File: config.mk
export PLATFORM = sky130hd
export DESIGN_NAME = frame_writer
export DESIGN_NICKNAME = d
export VERILOG_FILES = /design/src/common/fw_pkg.sv /design/src/design/frame_writer.sv /design/src/design/wresp_tracker.sv /design/src/wdata/wdata_channel.sv /design/src/waddr/waddr_channel.sv
export SDC_FILE = /design/constraint.sdc
export NUM_CORES = 2
export LEC_CHECK = 0
export BUFFER_PORTS_ARGS = -buffer_cell sky130_fd_sc_hd__clkbuf_2
export CAP_MARGIN = 5
export CORE_MARGIN = 2
export CORE_UTILIZATION = 30
export DETAILED_ROUTE_END_ITERATION = 10
export PLACE_DENSITY_LB_ADDON = 0.08
export SETUP_SLACK_MARGIN = 0.2
export SYNTH_ARGS = -nofsm -noshare
export SYNTH_HDL_FRONTEND = slang
export SYNTH_SLANG_ARGS = --single-unit
File: constraint.sdc
create_clock -name clk -period 30 [get_ports clk]
set_input_delay 6 -clock clk [delete_from_list [all_inputs] [get_ports clk]]
set_output_delay 6 -clock clk [all_outputs]
set_load 0.1 [all_outputs]
File: src/common/fw_pkg.sv
package fw_pkg;

    ////////////////////
    // widths with a meaning.
    ////////////////////

    parameter int BEAT_BITS = 128;                  // one pixel word per W beat.

    typedef logic [63:0]          addr_t;           // byte address on the bus.
    typedef logic [9:0]           extent_t;         // tile index, also w1 and h1.
    typedef logic [19:0]          burst_cnt_t;      // bursts in one frame.
    typedef logic [BEAT_BITS-1:0] beat_t;           // pixel word.
    typedef logic [1:0]           axi_resp_t;       // B channel response code.

    localparam axi_resp_t OKAY = 2'b00;             // every other code counts as an error.

    ////////////////////
    // burst shape.
    ////////////////////

    localparam logic [7:0] BURST_LEN   = 8'd6;                 // awlen, beats minus one.
    localparam int         BURST_BEATS = int'(BURST_LEN) + 1;  // 7 beats per burst.

    // bursts sit back to back in memory, 7 x 16 bytes apart.
    localparam addr_t BURST_STRIDE = addr_t'(BURST_BEATS * (BEAT_BITS / 8));

    ////////////////////
    // address FSM and bundles.
    ////////////////////

    typedef enum logic [1:0] {
        AW_IDLE,                                    // waiting for start.
        AW_ADDR,                                    // compute next burst address.
        AW_SEND                                     // awvalid high until accepted.
    } aw_state_e;

    typedef struct packed {
        addr_t      awaddr;
        logic [7:0] awlen;
    } aw_req_t;

    typedef struct packed {
        beat_t wdata;
        logic  wlast;
    } w_beat_t;

    typedef struct packed {
        addr_t   target_address;                    // base of the frame.
        extent_t w1;                                // last tile column.
        extent_t h1;                                // last tile row.
    } frame_cmd_t;

endpackage
File: src/design/frame_writer.sv
module frame_writer #(
    parameter int FIFO_DEPTH = 16
) (
    input  logic               clk,
    input  logic               rst_n,

    // command.
    input  logic               start_pulse,
    input  fw_pkg::frame_cmd_t cmd,

    // pixel stream in.
    input  logic               pixel_valid,
    input  fw_pkg::beat_t      pixel_data,
    output logic               pixel_full,

    // AXI write address channel.
    output fw_pkg::aw_req_t    aw,
    output logic               awvalid,
    input  logic               awready,

    // AXI write data channel.
    output fw_pkg::w_beat_t    w,
    output logic               wvalid,
    input  logic               wready,

    // AXI write response channel.
    input  logic               bvalid,
    input  fw_pkg::axi_resp_t  bresp,
    output logic               bready,

    // status.
    output logic               busy,
    output logic               done,
    output logic               resp_error
);

    ////////////////////
    // three channels side by side, AW and W run unordered.
    ////////////////////

    waddr_channel u_waddr (
        .clk         (clk),
        .rst_n       (rst_n),
        .start_pulse (start_pulse),
        .cmd         (cmd),
        .aw          (aw),
        .awvalid     (awvalid),
        .awready     (awready)
    );

    wdata_channel #(
        .FIFO_DEPTH  (FIFO_DEPTH)
    ) u_wdata (
        .clk         (clk),
        .rst_n       (rst_n),
        .pixel_valid (pixel_valid),
        .pixel_data  (pixel_data),
        .pixel_full  (pixel_full),
        .w           (w),
        .wvalid      (wvalid),
        .wready      (wready)
    );

    // derives the burst count from the same command.
    wresp_tracker u_wresp (
        .clk         (clk),
        .rst_n       (rst_n),
        .start_pulse (start_pulse),
        .cmd         (cmd),
        .bvalid      (bvalid),
        .bresp       (bresp),
        .bready      (bready),
        .busy        (busy),
        .done        (done),
        .resp_error  (resp_error)
    );

endmodule

File: src/design/wresp_tracker.sv
module wresp_tracker (
    input  logic               clk,
    input  logic               rst_n,

    // local control.
    input  logic               start_pulse,
    input  fw_pkg::frame_cmd_t cmd,

    // AXI write response channel.
    input  logic               bvalid,
    input  fw_pkg::axi_resp_t  bresp,
    output logic               bready,

    // status.
    output logic               busy,
    output logic               done,
    output logic               resp_error
);

    logic [21:0]        tiles;        // (w1+1)*(h1+1), up to 2^20.
    fw_pkg::burst_cnt_t last_idx;     // index of the final B response.
    fw_pkg::burst_cnt_t b_cnt;        // B responses seen this frame.
    logic               b_fire;

    // count minus one fits the 20-bit counter even for 1024 x 1024.
    assign tiles  = (22'(cmd.w1) + 22'd1) * (22'(cmd.h1) + 22'd1);
    assign bready = busy;                 // accept responses only inside a frame.
    assign b_fire = bvalid && bready;

    always_ff @(posedge clk) begin
        if (start_pulse) begin
            last_idx <= fw_pkg::burst_cnt_t'(tiles - 22'd1);
        end
    end

    always_ff @(posedge clk or negedge rst_n) begin
        if (!rst_n) begin
            busy       <= 1'b0;
            done       <= 1'b0;
            resp_error <= 1'b0;
            b_cnt      <= '0;
        end else begin
            done <= 1'b0;                 // single-cycle pulse.
            if (start_pulse) begin
                busy       <= 1'b1;
                resp_error <= 1'b0;       // error flag is per frame.
                b_cnt      <= '0;
            end else if (b_fire) begin
                if (bresp != fw_pkg::OKAY) resp_error <= 1'b1;  // sticky.
                if (b_cnt == last_idx) begin
                    done <= 1'b1;         // busy falls with done.
                    busy <= 1'b0;
                end else begin
                    b_cnt <= b_cnt + 1'b1;
                end
            end
        end
    end

endmodule

File: src/wdata/wdata_channel.sv
module wdata_channel #(
    parameter int FIFO_DEPTH = 16
) (
    input  logic            clk,
    input  logic            rst_n,

    // pixel source, plain strobe.
    input  logic            pixel_valid,
    input  fw_pkg::beat_t   pixel_data,
    output logic            pixel_full,

    // AXI write data channel.
    output fw_pkg::w_beat_t w,
    output logic            wvalid,
    input  logic            wready
);

    localparam int PTR_W = (FIFO_DEPTH > 1) ? $clog2(FIFO_DEPTH) : 1;
    localparam int CNT_W = $clog2(FIFO_DEPTH + 1);      // holds 0 .. FIFO_DEPTH.

    typedef logic [PTR_W-1:0] ptr_t;                    // FIFO slot index.
    typedef logic [CNT_W-1:0] occ_t;                    // FIFO occupancy.
    typedef logic [2:0]       beat_idx_t;               // beat within a burst.

    fw_pkg::beat_t mem [FIFO_DEPTH];                    // pixel storage.
    ptr_t          wr_ptr;
    ptr_t          rd_ptr;
    occ_t          count;
    beat_idx_t     beat_cnt;
    logic          push;
    logic          pop;

    // circular increment, also for depths that are not a power of two.
    function automatic ptr_t ptr_next(input ptr_t p);
        ptr_next = (p == ptr_t'(FIFO_DEPTH - 1)) ? '0 : p + 1'b1;
    endfunction

    ////////////////////
    // flags and handshakes.
    ////////////////////

    assign pixel_full = (count == occ_t'(FIFO_DEPTH));
    assign wvalid     = (count != '0);                  // visible one cycle after push.

    assign push = pixel_valid && !pixel_full;           // a strobe on full is ignored.
    assign pop  = wvalid && wready;

    // head word stays put until popped, writes never touch its slot.
    assign w.wdata = mem[rd_ptr];
    assign w.wlast = (beat_cnt == beat_idx_t'(fw_pkg::BURST_BEATS - 1));

    ////////////////////
    // storage.
    ////////////////////

    always_ff @(posedge clk) begin
        if (push) begin
            mem[wr_ptr] <= pixel_data;
        end
    end

    ////////////////////
    // pointers and count.
    ////////////////////

    always_ff @(posedge clk or negedge rst_n) begin
        if (!rst_n) begin
            wr_ptr <= '0;
            rd_ptr <= '0;
            count  <= '0;
        end else begin
            if (push) wr_ptr <= ptr_next(wr_ptr);
            if (pop)  rd_ptr <= ptr_next(rd_ptr);
            case ({push, pop})
                2'b10:   count <= count + 1'b1;         // write only.
                2'b01:   count <= count - 1'b1;         // read only.
                default: ;                              // both or neither.
            endcase
        end
    end

    // beat position, wraps after each wlast.
    always_ff @(posedge clk or negedge rst_n) begin
        if (!rst_n) begin
            beat_cnt <= '0;
        end else if (pop) begin
            beat_cnt <= w.wlast ? '0 : beat_cnt + 1'b1;
        end
    end

endmodule

File: src/waddr/waddr_channel.sv
module waddr_channel (
    input  logic               clk,
    input  logic               rst_n,

    // local control.
    input  logic               start_pulse,
    input  fw_pkg::frame_cmd_t cmd,

    // AXI write address channel.
    output fw_pkg::aw_req_t    aw,
    output logic               awvalid,
    input  logic               awready
);

    fw_pkg::aw_state_e  state;
    fw_pkg::aw_state_e  state_nxt;
    fw_pkg::frame_cmd_t cmd_q;         // command held for the whole frame.
    fw_pkg::extent_t    x;             // tile column of the next burst.
    fw_pkg::extent_t    y;             // tile row of the next burst.
    fw_pkg::addr_t      address;       // running burst address.
    logic               last_burst;    // burst in SEND is the final one.
    logic               first_burst;
    logic               row_end;
    logic               aw_fire;

    ////////////////////
    // channel outputs.
    ////////////////////

    assign awvalid   = (state == fw_pkg::AW_SEND);
    assign aw.awaddr = address;
    assign aw.awlen  = fw_pkg::BURST_LEN;       // every burst has the same length.

    assign aw_fire     = awvalid && awready;
    assign first_burst = (x == '0) && (y == '0); // x and y are cleared while idle.
    assign row_end     = (x == cmd_q.w1);

    ////////////////////
    // state machine.
    ////////////////////

    always_comb begin
        state_nxt = state;
        case (state)
            fw_pkg::AW_IDLE: begin
                if (start_pulse) state_nxt = fw_pkg::AW_ADDR;
            end
            fw_pkg::AW_ADDR: begin
                state_nxt = fw_pkg::AW_SEND;    // address is ready next cycle.
            end
            fw_pkg::AW_SEND: begin
                // hold until accepted, then leave after the last tile.
                if (aw_fire) begin
                    state_nxt = last_burst ? fw_pkg::AW_IDLE : fw_pkg::AW_ADDR;
                end
            end
            default: state_nxt = fw_pkg::AW_IDLE;
        endcase
    end

    always_ff @(posedge clk or negedge rst_n) begin
        if (!rst_n) begin
            state      <= fw_pkg::AW_IDLE;
            x          <= '0;
            y          <= '0;
            last_burst <= 1'b0;
        end else begin
            state <= state_nxt;
            case (state)
                fw_pkg::AW_IDLE: begin
                    x          <= '0;   // walk restarts at tile (0,0).
                    y          <= '0;
                    last_burst <= 1'b0;
                end
                fw_pkg::AW_ADDR: begin
                    // row-major walk, x wraps at w1 and bumps y.
                    last_burst <= row_end && (y == cmd_q.h1);
                    x          <= row_end ? '0 : x + 1'b1;
                    y          <= row_end ? y + 1'b1 : y;
                end
                default: ;
            endcase
        end
    end

    ////////////////////
    // payload.
    ////////////////////

    always_ff @(posedge clk) begin
        if (state == fw_pkg::AW_IDLE && start_pulse) begin
            cmd_q <= cmd;                       // latched once per frame.
        end
        if (state == fw_pkg::AW_ADDR) begin
            address <= first_burst ? cmd_q.target_address
                                   : address + fw_pkg::BURST_STRIDE;
        end
    end

endmodule

==> metrics <==
vias in the first global route=47000; Crit Path Max Fanout=42; Die Span X=558 um; Slew headroom=15.7%; cell count after synthesis=4313; Final HPWL DP=133000 um; Hold Path Class=flop to flop; slowest CP cell=dfrtp_4; Setup crit end kind=primary output; Avg Cell Area, Syn=21.3 um2; asr flop ratio synth=2.72%; Min Clock Period, post-route=11.91 ns; layout net count=5277; WL final=252000 um; GPL Wtd Cong=0.720; footprint of the multi-input gates=22400 um2; crit path DAT=5.91 ns; crit-path cells=buf_4 -> buf_4 -> buf_4 -> mux4_2 -> mux4_2 -> clkbuf_2; CTS Hold Bufs=0; vias post-DR=44300; Highest Clock Rate=84.0 MHz; Fin. Hold Viols=0; setup violators final=0; Initial Util=30.1%; die extent in y=558 um; Simple-Gate Fraction of Synth Area=3.01%; worst path required time=24.00 ns; Layout fillers=28500; Post-Synth Adder-Cell Area=2.86%; wire length per cell=27.3 um; Synth Area in XOR/XNOR=1.51%; PostCTS Resize Cnt=0; CP dominant cell by count=buf_4; CTS Root Cell=clkbuf_16; share of layout cells above drive strength 1=30.7%; Reg clk slew, reported paths=0.06 ns; max-cap violation count=0; PortBufs=420; setup TNS=0 ns; Clock Skew=0.0513 ns; fin crit share=39.7%; Leakage=0.0355 uW; EDFF count, synth=2216; GRT Overall Usage=16.0%; Crit. path cell count=6; max-slew violation count=0; vias per cell=4.81; GRT overflow=0; Clk Latency, worst-skew pair=0.86 ns; pwr dens=113 nW/um2; Bufs and invs on worst path=4; CTS tree=yes; status=finished clean; Area Overhead vs Synth=17.5%; Iter 0 DRT Violations=3499; post-synthesis mux area share=15.7%; Critical Setup Path Class=flop to primary output; synthesized cell area=91900 um2; hold path cells=1; crit-path leading delay family=buffers and inverters; Main synth FF type=edfxtp_1; Core Box Area=305000 um2; clock net sink count=2278; number of antenna violations at the first check in global routing=58; Place WS=17.28 ns; register area share after synthesis=74.1%; Cell Count, Final, Fillers Out=9214; deepest clock path buffer count=4; post-CTS setup buffers=0; global-route wire length before repair=357000 um; Residual DRC=0; worst r2r path cells=7; cts bufs inserted=274; critical path startpoint category=flop; FF/Latch Area=68100 um2; H-tree depth=5; largest net degree at the start of global routing=117; compound-gate portion of the synthesized area=1.13%; max incr delay on CP=0.94 ns; Routed Antenna Nets=0; PnR worst setup slack=18.09 ns; placed cells=8723; Tightest Pin Transition=1.26 ns; Synth Register Bits=2278; Initial DRT Pass Iterations=5; synth warn=0; largest family of logic cells by synthesized area=multiplexers; Max VDD drop=144 uV; area of the die=311000 um2; RSZ-0062 raised after global routing=false; Boundary Pins=429; Distinct cells, synth=69; row count=203
-- cells by family (layout without fill, tap and decap cells) --
family,count (synthesis),after routing
DFF,2278,2278
muxes,645,645
and+or+nand+nor,538,538
buffers and inverters,364,1150
AOI/OAI and AO/OA,171,171
xor gates and xnor gates,158,158
adders and majority gates,157,157
other,2,17
-- registers in the layout, indices dropped and copies added, names as in the netlist --
signal,cells
u_wdata.mem,2048
u_waddr.cmd_q,84
u_waddr.address,64
u_wresp.b_cnt,20
u_wresp.last_idx,20
u_waddr.x,10
u_waddr.y,10
u_wdata.count,5
u_wdata.rd_ptr,4
u_wdata.wr_ptr,4
u_wdata.beat_cnt,3
u_waddr.state,2
u_waddr.last_burst,1
u_wresp.bready,1
u_wresp.done,1
u_wresp.resp_error,1
-- final cells by class --
class                           count  area share [%]
Inverter                          160           0.556
Timing Repair Buffer              508            2.71
Clock buffer                      358            6.82
Antenna cell                        9          0.0209
Sequential cell                  2278            63.1
Tap cell                         4100            4.75
Multi-Input combinational cell   1677            20.8
Clock inverter                    124            1.29
-- worst paths after layout --
kind | endpoint | slack, ns | start
worst min register to register | u_waddr.state[0] | 0.49 | u_waddr.state[0]
worst max-delay path | w[72] | 18.09 | u_wdata.rd_ptr[0]
max in group asynchronous | u_waddr.last_burst | 23.96 | rst_n
worst min-delay path | u_waddr.state[0] | 0.49 | u_waddr.state[0]
worst max register to register | u_wdata.mem[7][44] | 26.07 | u_wdata.count[0]
min in group asynchronous | u_wdata.beat_cnt[2] | 5.10 | rst_n
-- synth_stat cells (3+ instances only) --
cell          n  share of area, %
o31ai_1       8             0.065
a21o_1       12             0.098
a31oi_1       9             0.061
buf_4        26              0.21
nand3_1      43              0.23
edfxtp_1   2216                72
fa_1         89               1.9
a211o_1       5             0.048
ha_1         68              0.93
nor4_4        4             0.093
or2_2         3             0.020
o2111ai_1     5             0.048
o211ai_1      3             0.024
xor2_1       76              0.72
nor3_1       21              0.11
nand2b_1     26              0.18
nor2_1       95              0.39
mux2_2        3             0.037
or3_1         6             0.041
nor2b_1      13             0.088
inv_1       160              0.65
nand4_1      21              0.14
and4_1        9             0.086
or4_1         8             0.065
nand2_1     185              0.76
a21oi_1      33              0.18
and3_1       34              0.23
clkbuf_1    106              0.43
buf_1        16             0.065
and2_1       27              0.18
dfrtp_1      62               1.7
a31o_2        3             0.029
nor4_1       21              0.14
mux4_2      640                16
buf_2        53              0.29
o21ai_1       5             0.027
o21ai_0      70              0.38
xnor2_1      82              0.78
nor4b_1       3             0.029
a311oi_1      3             0.029
-- layout by cell type (no fill, tap or decap), drive strengths merged, types with 8 or more instances in the layout --
| cell | n |
|---|---|
| edfxtp | 2216 |
| clkbuf | 777 |
| mux4 | 640 |
| nand2 | 185 |
| inv | 174 |
| nor2 | 97 |
| fa | 89 |
| buf | 89 |
| xnor2 | 82 |
| clkinv | 81 |
| xor2 | 76 |
| o21ai | 75 |
| ha | 68 |
| dfrtp | 62 |
| nand3 | 46 |
| and3 | 34 |
| a21oi | 33 |
| and2 | 28 |
| nand2b | 26 |
| nor4 | 26 |
| bufinv | 24 |
| nand4 | 23 |
| nor3 | 22 |
| nor2b | 13 |
| a21o | 12 |
| diode | 9 |
| and4 | 9 |
| a31oi | 9 |
| or4 | 8 |
| o31ai | 8 |
| conb | 8 |
-- per-stage QoR --
| step | hold WS [ns] | area, um2 | total power [uW] | util, % |
|---|---|---|---|---|
| finish | 0.493 | 108000 | 12200 | 35.4 |
| global route | 0.521 | 108000 | 12800 | 35.4 |
| CTS | 0.492 | 108000 | 12400 | 35.4 |
| detailed placement | 0.484 | 99200 | 9100 | 32.5 |
| global placement | 0.479 | 99200 | 9100 | 32.5 |
| floorplan | 0.443 | 92000 | 7910 | - |
-- metal layers --
| metal | track usage, % | wire length (um) | vias to the layer above |
|---|---|---|---|
| li1 | - | - | 18800 |
| met1 | 23.0 | 118000 | 24200 |
| met2 | 24.8 | 116000 | 903 |
| met3 | 3.54 | 12700 | 388 |
| met4 | 3.62 | 5400 | 44 |
| met5 | 0 | 252 | - |
-- power breakdown --
part           switching, uW  total [uW]  leakage, uW  internal, uW
Combinational           3380        4810       0.0104          1430
Clock                   1320        3260      0.00426          1940
Sequential               184        4110       0.0209          3920
(Power assumes the default switching activity.)
